[src/vfu_consts.svh]
`ifndef VFU_CONSTS_SVH
`define VFU_CONSTS_SVH

// lane count, must stay at 9 or more for the 3x3 permutations.
`define VFU_LANES 16

// single-precision word.
`define VFU_DATA_WIDTH 32

// opcode codes.
`define VFU_MIN    5'd0
`define VFU_MAX    5'd1
`define VFU_EQ     5'd2
`define VFU_LT     5'd3
`define VFU_LE     5'd4
`define VFU_SGNJ   5'd5
`define VFU_SGNJN  5'd6
`define VFU_SGNJX  5'd7
`define VPERMUTE   5'd8

// funct codes.
`define VFU_FUNCT_SKEW      3'd0
`define VFU_FUNCT_TRANSPOSE 3'd1
`define VFU_FUNCT_BCAST     3'd5

// quiet NaN returned by min/max when both operands are NaN.
`define VFU_CANON_NAN 32'h7fc0_0000

`endif

[src/vfu_pkg.sv]
`default_nettype none

`include "vfu_consts.svh"

package vfu_pkg;

    typedef struct packed {
        logic        sign;
        logic [7:0]  exp;
        logic [22:0] mant;
    } fp_fields_t;

    // same word seen as raw bits or as ieee fields.
    typedef union packed {
        logic [`VFU_DATA_WIDTH-1:0] bits;
        fp_fields_t                 f;
    } fp_word_u;

    typedef fp_word_u [`VFU_LANES-1:0] fp_vec_t;

    typedef enum logic [3:0] {
        SEL_MIN,
        SEL_MAX,
        SEL_EQ,
        SEL_LT,
        SEL_LE,
        SEL_SGNJ,
        SEL_SGNJN,
        SEL_SGNJX,
        SEL_PERM,
        SEL_ZERO
    } result_sel_e;

    typedef enum logic [1:0] {
        PERM_SKEW,
        PERM_TRANSPOSE,
        PERM_NONE
    } perm_mode_e;

    typedef struct packed {
        result_sel_e sel;
        perm_mode_e  perm;
        logic        bcast;
        logic        load;
    } vfu_ctrl_t;

endpackage

`default_nettype wire

[src/vfu_ctrl.sv]
`default_nettype none

`include "vfu_consts.svh"

module vfu_ctrl
    import vfu_pkg::*;
(
    input  logic       clk,
    input  logic       rst_n,
    input  logic       en,
    input  logic [4:0] opcode,
    input  logic [2:0] funct,
    output vfu_ctrl_t  ctrl,
    output logic       out_valid
);

    result_sel_e sel;
    perm_mode_e  perm;

    always_comb begin
        sel  = SEL_ZERO;
        perm = PERM_NONE;
        case (opcode)
            `VFU_MIN:   sel = SEL_MIN;
            `VFU_MAX:   sel = SEL_MAX;
            `VFU_EQ:    sel = SEL_EQ;
            `VFU_LT:    sel = SEL_LT;
            `VFU_LE:    sel = SEL_LE;
            `VFU_SGNJ:  sel = SEL_SGNJ;
            `VFU_SGNJN: sel = SEL_SGNJN;
            `VFU_SGNJX: sel = SEL_SGNJX;
            `VPERMUTE: begin
                case (funct)
                    `VFU_FUNCT_SKEW: begin
                        sel  = SEL_PERM;
                        perm = PERM_SKEW;
                    end
                    `VFU_FUNCT_TRANSPOSE: begin
                        sel  = SEL_PERM;
                        perm = PERM_TRANSPOSE;
                    end
                    default: sel = SEL_ZERO;
                endcase
            end
            default: sel = SEL_ZERO;
        endcase
    end

    // broadcast only makes sense for the per-lane operations.
    assign ctrl.sel   = sel;
    assign ctrl.perm  = perm;
    assign ctrl.bcast = (funct == `VFU_FUNCT_BCAST) && (sel != SEL_PERM) && (sel != SEL_ZERO);
    assign ctrl.load  = en;

    // result lands one edge after en, so valid is just en delayed.
    always_ff @(posedge clk or negedge rst_n) begin
        if (!rst_n) begin
            out_valid <= 1'b0;
        end else begin
            out_valid <= en;
        end
    end

endmodule

`default_nettype wire

[src/vfu_permute.sv]
`default_nettype none

`include "vfu_consts.svh"

module vfu_permute
    import vfu_pkg::*;
(
    input  fp_vec_t    vec_a,
    input  perm_mode_e perm,
    output fp_vec_t    perm_vec
);

    fp_word_u [8:0] skew;
    fp_word_u [8:0] trans;

    function automatic fp_word_u negate(input fp_word_u w);
        fp_word_u r;
        r        = w;
        r.f.sign = ~w.f.sign;
        return r;
    endfunction

    // cross-product matrix of the vector in lanes 0..2.
    assign skew[0] = '0;
    assign skew[1] = vec_a[2];
    assign skew[2] = negate(vec_a[1]);
    assign skew[3] = negate(vec_a[2]);
    assign skew[4] = '0;
    assign skew[5] = vec_a[0];
    assign skew[6] = vec_a[1];
    assign skew[7] = negate(vec_a[0]);
    assign skew[8] = '0;

    for (genvar i = 0; i < 3; i++) begin : g_row
        for (genvar j = 0; j < 3; j++) begin : g_col
            assign trans[3*i+j] = vec_a[3*j+i];
        end
    end

    // upper lanes stay zero for both layouts.
    always_comb begin
        perm_vec = '0;
        case (perm)
            PERM_SKEW:      perm_vec[8:0] = skew;
            PERM_TRANSPOSE: perm_vec[8:0] = trans;
            default:        perm_vec = '0;
        endcase
    end

endmodule

`default_nettype wire

[src/vfu_lane.sv]
`default_nettype none

`include "vfu_consts.svh"

module vfu_lane
    import vfu_pkg::*;
(
    input  logic      clk,
    input  logic      rst_n,
    input  vfu_ctrl_t ctrl,
    input  fp_word_u  a,
    input  fp_word_u  b,
    input  fp_word_u  perm_word,
    output fp_word_u  result
);

    logic     a_nan;
    logic     b_nan;
    logic     unordered;
    logic     both_zero;
    logic     mag_lt;
    logic     mag_gt;
    logic     aeqb;
    logic     altb;
    fp_word_u min_w;
    fp_word_u max_w;
    fp_word_u sgnj;
    fp_word_u sgnjn;
    fp_word_u sgnjx;
    fp_word_u sel_w;

    assign a_nan     = (a.f.exp == 8'hff) && (a.f.mant != '0);
    assign b_nan     = (b.f.exp == 8'hff) && (b.f.mant != '0);
    assign unordered = a_nan | b_nan;
    assign both_zero = (a.bits[30:0] == '0) && (b.bits[30:0] == '0);

    // exponent sits above mantissa, so the low 31 bits order as an integer.
    assign mag_lt = a.bits[30:0] < b.bits[30:0];
    assign mag_gt = a.bits[30:0] > b.bits[30:0];

    assign aeqb = !unordered && ((a.bits == b.bits) || both_zero);

    always_comb begin
        altb = 1'b0;
        if (!unordered && !both_zero) begin
            if (a.f.sign != b.f.sign) begin
                altb = a.f.sign;
            end else if (a.f.sign) begin
                altb = mag_gt;
            end else begin
                altb = mag_lt;
            end
        end
    end

    always_comb begin
        if (a_nan && b_nan) begin
            min_w.bits = `VFU_CANON_NAN;
            max_w.bits = `VFU_CANON_NAN;
        end else if (a_nan) begin
            min_w = b;
            max_w = b;
        end else if (b_nan) begin
            min_w = a;
            max_w = a;
        end else if (both_zero && (a.f.sign != b.f.sign)) begin
            min_w.bits = {1'b1, 31'b0};
            max_w.bits = '0;
        end else begin
            // ties go to a.
            min_w = (altb || aeqb) ? a : b;
            max_w = altb ? b : a;
        end
    end

    // magnitude always from a.
    assign sgnj.bits  = {b.f.sign, a.bits[30:0]};
    assign sgnjn.bits = {~b.f.sign, a.bits[30:0]};
    assign sgnjx.bits = {a.f.sign ^ b.f.sign, a.bits[30:0]};

    always_comb begin
        case (ctrl.sel)
            SEL_MIN:   sel_w = min_w;
            SEL_MAX:   sel_w = max_w;
            SEL_EQ:    sel_w.bits = {31'b0, aeqb};
            SEL_LT:    sel_w.bits = {31'b0, altb};
            SEL_LE:    sel_w.bits = {31'b0, aeqb | altb};
            SEL_SGNJ:  sel_w = sgnj;
            SEL_SGNJN: sel_w = sgnjn;
            SEL_SGNJX: sel_w = sgnjx;
            SEL_PERM:  sel_w = perm_word;
            default:   sel_w = '0;
        endcase
    end

    always_ff @(posedge clk or negedge rst_n) begin
        if (!rst_n) begin
            result <= '0;
        end else if (ctrl.load) begin
            result <= sel_w;
        end
    end

endmodule

`default_nettype wire

[src/vfu_top.sv]
`default_nettype none

`include "vfu_consts.svh"

module vfu_top
    import vfu_pkg::*;
(
    input  logic       clk,
    input  logic       rst_n,
    input  logic       en,
    input  fp_vec_t    vec_a,
    input  fp_vec_t    vec_b,
    input  logic [4:0] opcode,
    input  logic [2:0] funct,
    output fp_vec_t    vec_out,
    output logic       out_valid
);

    vfu_ctrl_t ctrl;
    fp_vec_t   perm_vec;

    vfu_ctrl u_ctrl (
        .clk       (clk),
        .rst_n     (rst_n),
        .en        (en),
        .opcode    (opcode),
        .funct     (funct),
        .ctrl      (ctrl),
        .out_valid (out_valid)
    );

    vfu_permute u_perm (
        .vec_a    (vec_a),
        .perm     (ctrl.perm),
        .perm_vec (perm_vec)
    );

    // broadcast feeds lane 0 of a to every lane.
    for (genvar i = 0; i < `VFU_LANES; i++) begin : g_lane
        vfu_lane u_lane (
            .clk       (clk),
            .rst_n     (rst_n),
            .ctrl      (ctrl),
            .a         (ctrl.bcast ? vec_a[0] : vec_a[i]),
            .b         (vec_b[i]),
            .perm_word (perm_vec[i]),
            .result    (vec_out[i])
        );
    end

endmodule

`default_nettype wire

[config.mk]
export PLATFORM = sky130hd
export DESIGN_NAME = vfu_top
export DESIGN_NICKNAME = d
export VERILOG_FILES = /design/src/vfu_pkg.sv /design/src/vfu_ctrl.sv /design/src/vfu_permute.sv /design/src/vfu_lane.sv /design/src/vfu_top.sv
export VERILOG_INCLUDE_DIRS = /design/src /design/src/src
export SDC_FILE = /design/constraint.sdc
export NUM_CORES = 2
export LEC_CHECK = 0
export BUFFER_PORTS_ARGS = -buffer_cell sky130_fd_sc_hd__buf_2
export CAP_MARGIN = 20
export CORE_AREA = 4 4 601 603
export CTS_CLUSTER_DIAMETER = 60
export DETAILED_ROUTE_END_ITERATION = 8
export DIE_AREA = 0 0 605 607
export PLACE_DENSITY = 0.37
export SLEW_MARGIN = 20
export SYNTH_ARGS = -nofsm -noshare
export SYNTH_HDL_FRONTEND = slang
export SYNTH_HIERARCHICAL = 1
export SYNTH_SLANG_ARGS = --single-unit
[constraint.sdc]
create_clock -name clk -period 2.7 [get_ports clk]
set_clock_uncertainty 0.15 [all_clocks]
set_input_delay 0.54 -clock clk [delete_from_list [all_inputs] [get_ports clk]]
set_output_delay 0.54 -clock clk [all_outputs]
set_load 0.05 [all_outputs]
## Word-level counts from Yosys, hierarchy flattened

Index checks and enable logic that the tools add are counted.

- Register bits after elaboration: 513
- Input port bits: 1,035
- Output and inout bits: 513
- Word-level logic and storage cells: 692

- Magnitude comparators: 32
- Equality and inequality tests: 85
- Muxes and demuxes: 244
- Bitwise operators: 67
- Reduce and logical (&&, ||, !) cells: 247

Operators with widths:

| cell | number |
|---|---|
| $mux W32 | 175 |
| $pmux W32 S9 | 9 |
| $pmux W32 S8 | 7 |
| $logic_not A31 Y1 | 32 |
| $reduce_bool A23 Y1 | 32 |
| $pmux W288 S2 | 1 |
| $eq A32 B32 Y1 | 16 |
| $gt A31 B31 Y1 | 16 |
| $lt A31 B31 Y1 | 16 |
| $eq A8 B8 Y1 const B | 32 |
| $logic_and A1 B1 Y1 | 114 |
| $mux W1 | 49 |
| $pmux W4 S9 | 1 |
| $logic_not A1 Y1 | 32 |
| $logic_or A1 B1 Y1 | 32 |
| $or A1 B1 Y1 | 32 |
| $eq A5 B3 Y1 const B | 4 |
| $not A1 Y1 | 19 |
| $eq A4 B3 Y1 const B | 4 |
| $ne A1 B1 Y1 | 16 |
| $xor A1 B1 Y1 | 16 |
| $eq A5 B2 Y1 const B | 2 |
| $eq A4 B2 Y1 const B | 2 |
| $ne A4 B4 Y1 const B | 2 |
| 14 further kinds | 14 |

## Depth between registers and ports, before layout

- Depth after elaboration: 21
- Mapped depth: 18

## By module

Netlist, hierarchy kept.

Modules (own cells, without submodules):

| module | times used | cells an instance | area an instance (um^2) | seq. area each (um^2) |
|---|---|---|---|---|
| vfu_lane at g_lane[15].u_lane ... | 10 | 426 | 3,588.4 | 800.8 |
| vfu_lane at g_lane[0].u_lane ... | 5 | 486 | 3,781.1 | 800.8 |
| vfu_top | 1 | 565 | 5,928.2 | 0.0 |
| vfu_permute | 1 | 865 | 5,550.3 | 0.0 |
| vfu_lane at g_lane[14].u_lane | 1 | 433 | 3,542.1 | 800.8 |
| vfu_ctrl | 1 | 15 | 101.3 | 25.0 |

## Least setup slack after synthesis

Ideal clock, no wire load.

- Path type: in2reg
- From: input port opcode[3]
- To: register g_lane[14].u_lane/result[1] (netlist bit)
- Setup time: 0.126 ns
- Arrival: 6.591 ns
- Required time: 2.424 ns
- Slack: -4.167 ns
- Stages: 12
- Buffers on the path: 3
- Cell sequence: or2_1 > nor2_1 > clkbuf_1 > or3_1 > nand2_1 > and2_1 > and2_1 > nand3b_1 > mux2i_1 > buf_2 > buf_4 > a221o_1

RTL lines:

| item | line | text |
|---|---|---|
| start: declaration | vfu_top.sv:13 | `input logic [4:0] opcode,` |
| end signal: assignment | vfu_lane.sv:100 | `result <= sel_w;` |
| end: declaration | vfu_lane.sv:14 | `output fp_word_u result` |

==> results.md <==
- Status: finished with violations
- Failing checks: DRC, setup timing
- Placed Cells incl. Taps: 16820
- Die ar.: 367200 sq um
- DR WL/cell: 35.34 um
- Critical setup path kind: in2reg
- Unique cell type count in the Yosys netlist: 87
- Vias per inst: 5.451
- Pre-CTS WS: -2722 ps
- Clock Latency Late Sink: 830 ps
- Mux share of post-synthesis cell area: 0.08145
- Hold Path Depth: 3
- R2R depth: 5
- Post-synth top flop: dfrtp_1
- Internal power: 26.60 mW
- WHS Endpoint: g_lane[14].u_lane/result[15]$_DFFE_PN0P_
- Vias: around 96000
- Pwr dens: between 300 and 400 nW/um^2
- CP Data Required Time: 3260 ps
- # DRC: 1
- Maxcap violations: 0
- Setup violations, final: 517
- Total global-route track usage: 0.3209
- Reg2Reg Setup Slack: ~750 ps
- Final Non-Filler Cells: 17610
- Final hold violation count: 0
- Largest family of logic cells by synthesized area: compound AO/OA/AOI/OAI gates
- Clock power frac: 0.444
- R2R Path Start: g_lane[13].u_lane/result[0]$_DFFE_PN0P_
- NumNets Final: 14100
- RSZ-0062 raised after global routing: true
- Die W: between 600 and 700 um
- Mapped cell area: 69910 sq um
- Fin Hold WS: 76.05 ps
- Syn Area/Cell: 8.160 sq um
- Stages on the worst setup path: 18
- Core ar.: 355400 sq um
- Router iterations before antenna repair: 9
- Max IR drop VDD: approximately 0.00042 V
- Synth-to-layout area growth: 61.39%
- Worst setup margin: -1674 ps
- Final ANT Viol Nets: 0
- Switching Share: 0.3817
- Psw: between 15 and 20 mW
- Sequential power share: 0.196
- Routability Congestion: slightly above 1
- Setup_tns: -769760 ps
- Initial core utilization: 0.1967
- CP max FO: 29
- Endpoint class of the critical path: flop
- Min-delay src: vec_a[463]
- WP data arrival: around 4900 ps
- EDFF count, synth: 0
- Largest net degree at the start of global routing: between 60 and 70
- Slew @ Worst Pin: 1042 ps
- Async SR Flop Fraction: 1.000
- Simple-Gate Fraction of Synth Area: 0.1593
- Overall die height: 607 um
- Routed WL: 622.5 mm
- Via count of the first global-routing pass: around 93000
- Worst path max stage delay: between 400 and 500 ps
- Max-slew violations: 0
- Synthesis warning total: 6
- Synth Area in Adders: 0.08877
- R2r endpoint: g_lane[13].u_lane/result[0]$_DFFE_PN0P_
- Total CTS buffers: 142
- Layout cells sized above 1: 0.4285
- Worst-path clk slew: 50 ps
- Port Buffers: 1547
- Comb pwr share: 0.359
- Worst path bufs/invs: 7
- Worst hold path class: in2reg
- First-pass GRT wire length: 823.9 mm
- XOR/XNOR Fraction of Synth Area: 0.005262
- Worst path slowest cell: nor4_2
- Most frequent cells in the layout: 2412 x buf_4, 1513 x buf_2, 1031 x inv_1, 513 x dfrtp_1, 488 x nand2_1
- Fmax achieved: 228.7 MHz
- Clock sink total: around 510
- Fin crit share: 1.620
- CP most frequent cell: buf_12
- Clock Path Buffers: 4
- Slew HR: 0.3036
- Commonest non-fill, non-tap cell in the layout: buf_4
- I/O pin count: 1548
- Initial antenna violation count: 321
- Synth Instances: 8568
- Initial DRC Count: 12740
- Synth Area in Compound Gates: 0.3534
- Period minus WS final: roughly 4400 ps
- Cell Chain, Critical Path: buf_2, or2_4, nor3_4, buf_12, buf_12, buf_16, buf_4, mux2_2, nor4_2, and4_1, a31o_2, nand2_4, nor4_2, buf_4, nand3_1, and3_4, buf_12, a221o_1
- FILL cells: 38020
- GRT overflow: 0
- Seq/Total Area, Yosys: 0.1836
- Leakage: between 50 and 60 nW
- Root Buffer: clkbuf_16
- Num rows: 219
- Startpoint Class: input port
- Detail Placement HPWL: 509.7 mm
- CP top delay family: simple AND/OR/NAND/NOR gates
- Count of state elements after synthesis: 513
- H-tree depth: 4
- CTS tree: done
## how the worst max path moves through the flow
stage	endpoint	start
floorplan	g_lane[5].u_lane/result[6]$_DFFE_PN0P_	opcode[4]
global placement	g_lane[12].u_lane/result[0]$_DFFE_PN0P_	opcode[4]
detailed placement	g_lane[12].u_lane/result[0]$_DFFE_PN0P_	opcode[4]
CTS	g_lane[9].u_lane/result[9]$_DFFE_PN0P_	opcode[4]
global route	g_lane[14].u_lane/result[3]$_DFFE_PN0P_	opcode[4]
finish	g_lane[4].u_lane/result[16]$_DFFE_PN0P_	opcode[4]
## logic make-up after synthesis
family,Yosys count
fa+ha+maj,496
simple gates,1968
mux,505
buf+inv,1927
xor+xnor,42
compound gates,3116
other cells,1
flops,513
## layer usage
| layer | GRT usage | wire length (um) | vias up |
|---|---|---|---|
| met2 | 0.4767 | 263600 | 5272 |
| li1 | - | - | 41380 |
| met4 | 0.2043 | 44820 | 70 |
| met3 | 0.08025 | 54910 | 1297 |
| met5 | 0 | 428 | - |
| met1 | 0.4123 | 258700 | 47980 |
## synthesized netlist by cell type, types with 215 or more instances
| cell | n | area (sq um) |
|---|---|---|
| dfrtp_1 | 513 | 12840 |
| clkbuf_1 | 442 | 1659 |
| o22ai_1 | 481 | 3009 |
| nand2_1 | 493 | 1851 |
| a222oi_1 | 387 | 3874 |
| a22o_1 | 375 | 3284 |
| a21oi_1 | 475 | 2377 |
| a221o_1 | 356 | 3563 |
| nor2_1 | 215 | 807.0 |
| buf_4 | 230 | 1727 |
| inv_1 | 1031 | 3870 |
| ha_1 | 496 | 6206 |
| mux2_2 | 281 | 3164 |
## power by group through the flow
stage | registers (mW) | clock network [mW] | logic [mW]
2_1_floorplan | 9.55 | 0 | 5.02
3_3_place_gp | 8.55 | 0 | 14.6
3_5_place_dp | 8.55 | 0 | 14.6
4_1_cts | 8.44 | 19.5 | 15.2
5_1_grt | 8.46 | 19.8 | 16.2
6_report | 8.45 | 19.1 | 15.5
## per-stage QoR
step	power (mW)	utilization	area, sq um
4_1_cts	43.11	0.3150	112000
6_report	43.02	0.3175	112800
5_1_grt	44.43	0.3170	112700
2_1_floorplan	14.56	-	71460
3_3_place_gp	23.13	0.2903	103200
3_5_place_dp	23.13	0.2903	103200
## registers in the layout (all words and copies together) (netlist names)
signal	flops
u_ctrl/out_valid	1
g_lane.u_lane/result	512
## worst reg2reg max path, cell delays in order, from the launching register on
cell and delay (ps):
dfrtp_1 550, nor2b_1 230, a221o_1 270, a221oi_1 180, o21ai_0 120, o32a_1 330
## repair_timing
item,in CTS,in global routing
pin swaps,25,28
endpoints found under the setup margin,517,517
buffers inserted,6,4
hold endpoints to repair,468,0
resized for setup,74,67
cloned,12,4
hold buffers,327,0
## final cells by class
class / count / area (sq um) / share of cell area
multi-input cells: 6366 / 50510 / 0.4477
flip-flops and latches: 513 / 12840 / 0.1138
clock buffers: 189 / 4046 / 0.03586
clock inverters: 63 / 970.9 / 0.008605
well taps: 4751 / 5944 / 0.05268
inverters: 1031 / 3870 / 0.03430
diodes: 182 / 455.4 / 0.004036
repair buffers: 4516 / 34190 / 0.3030
(Power assumes the default switching activity.)
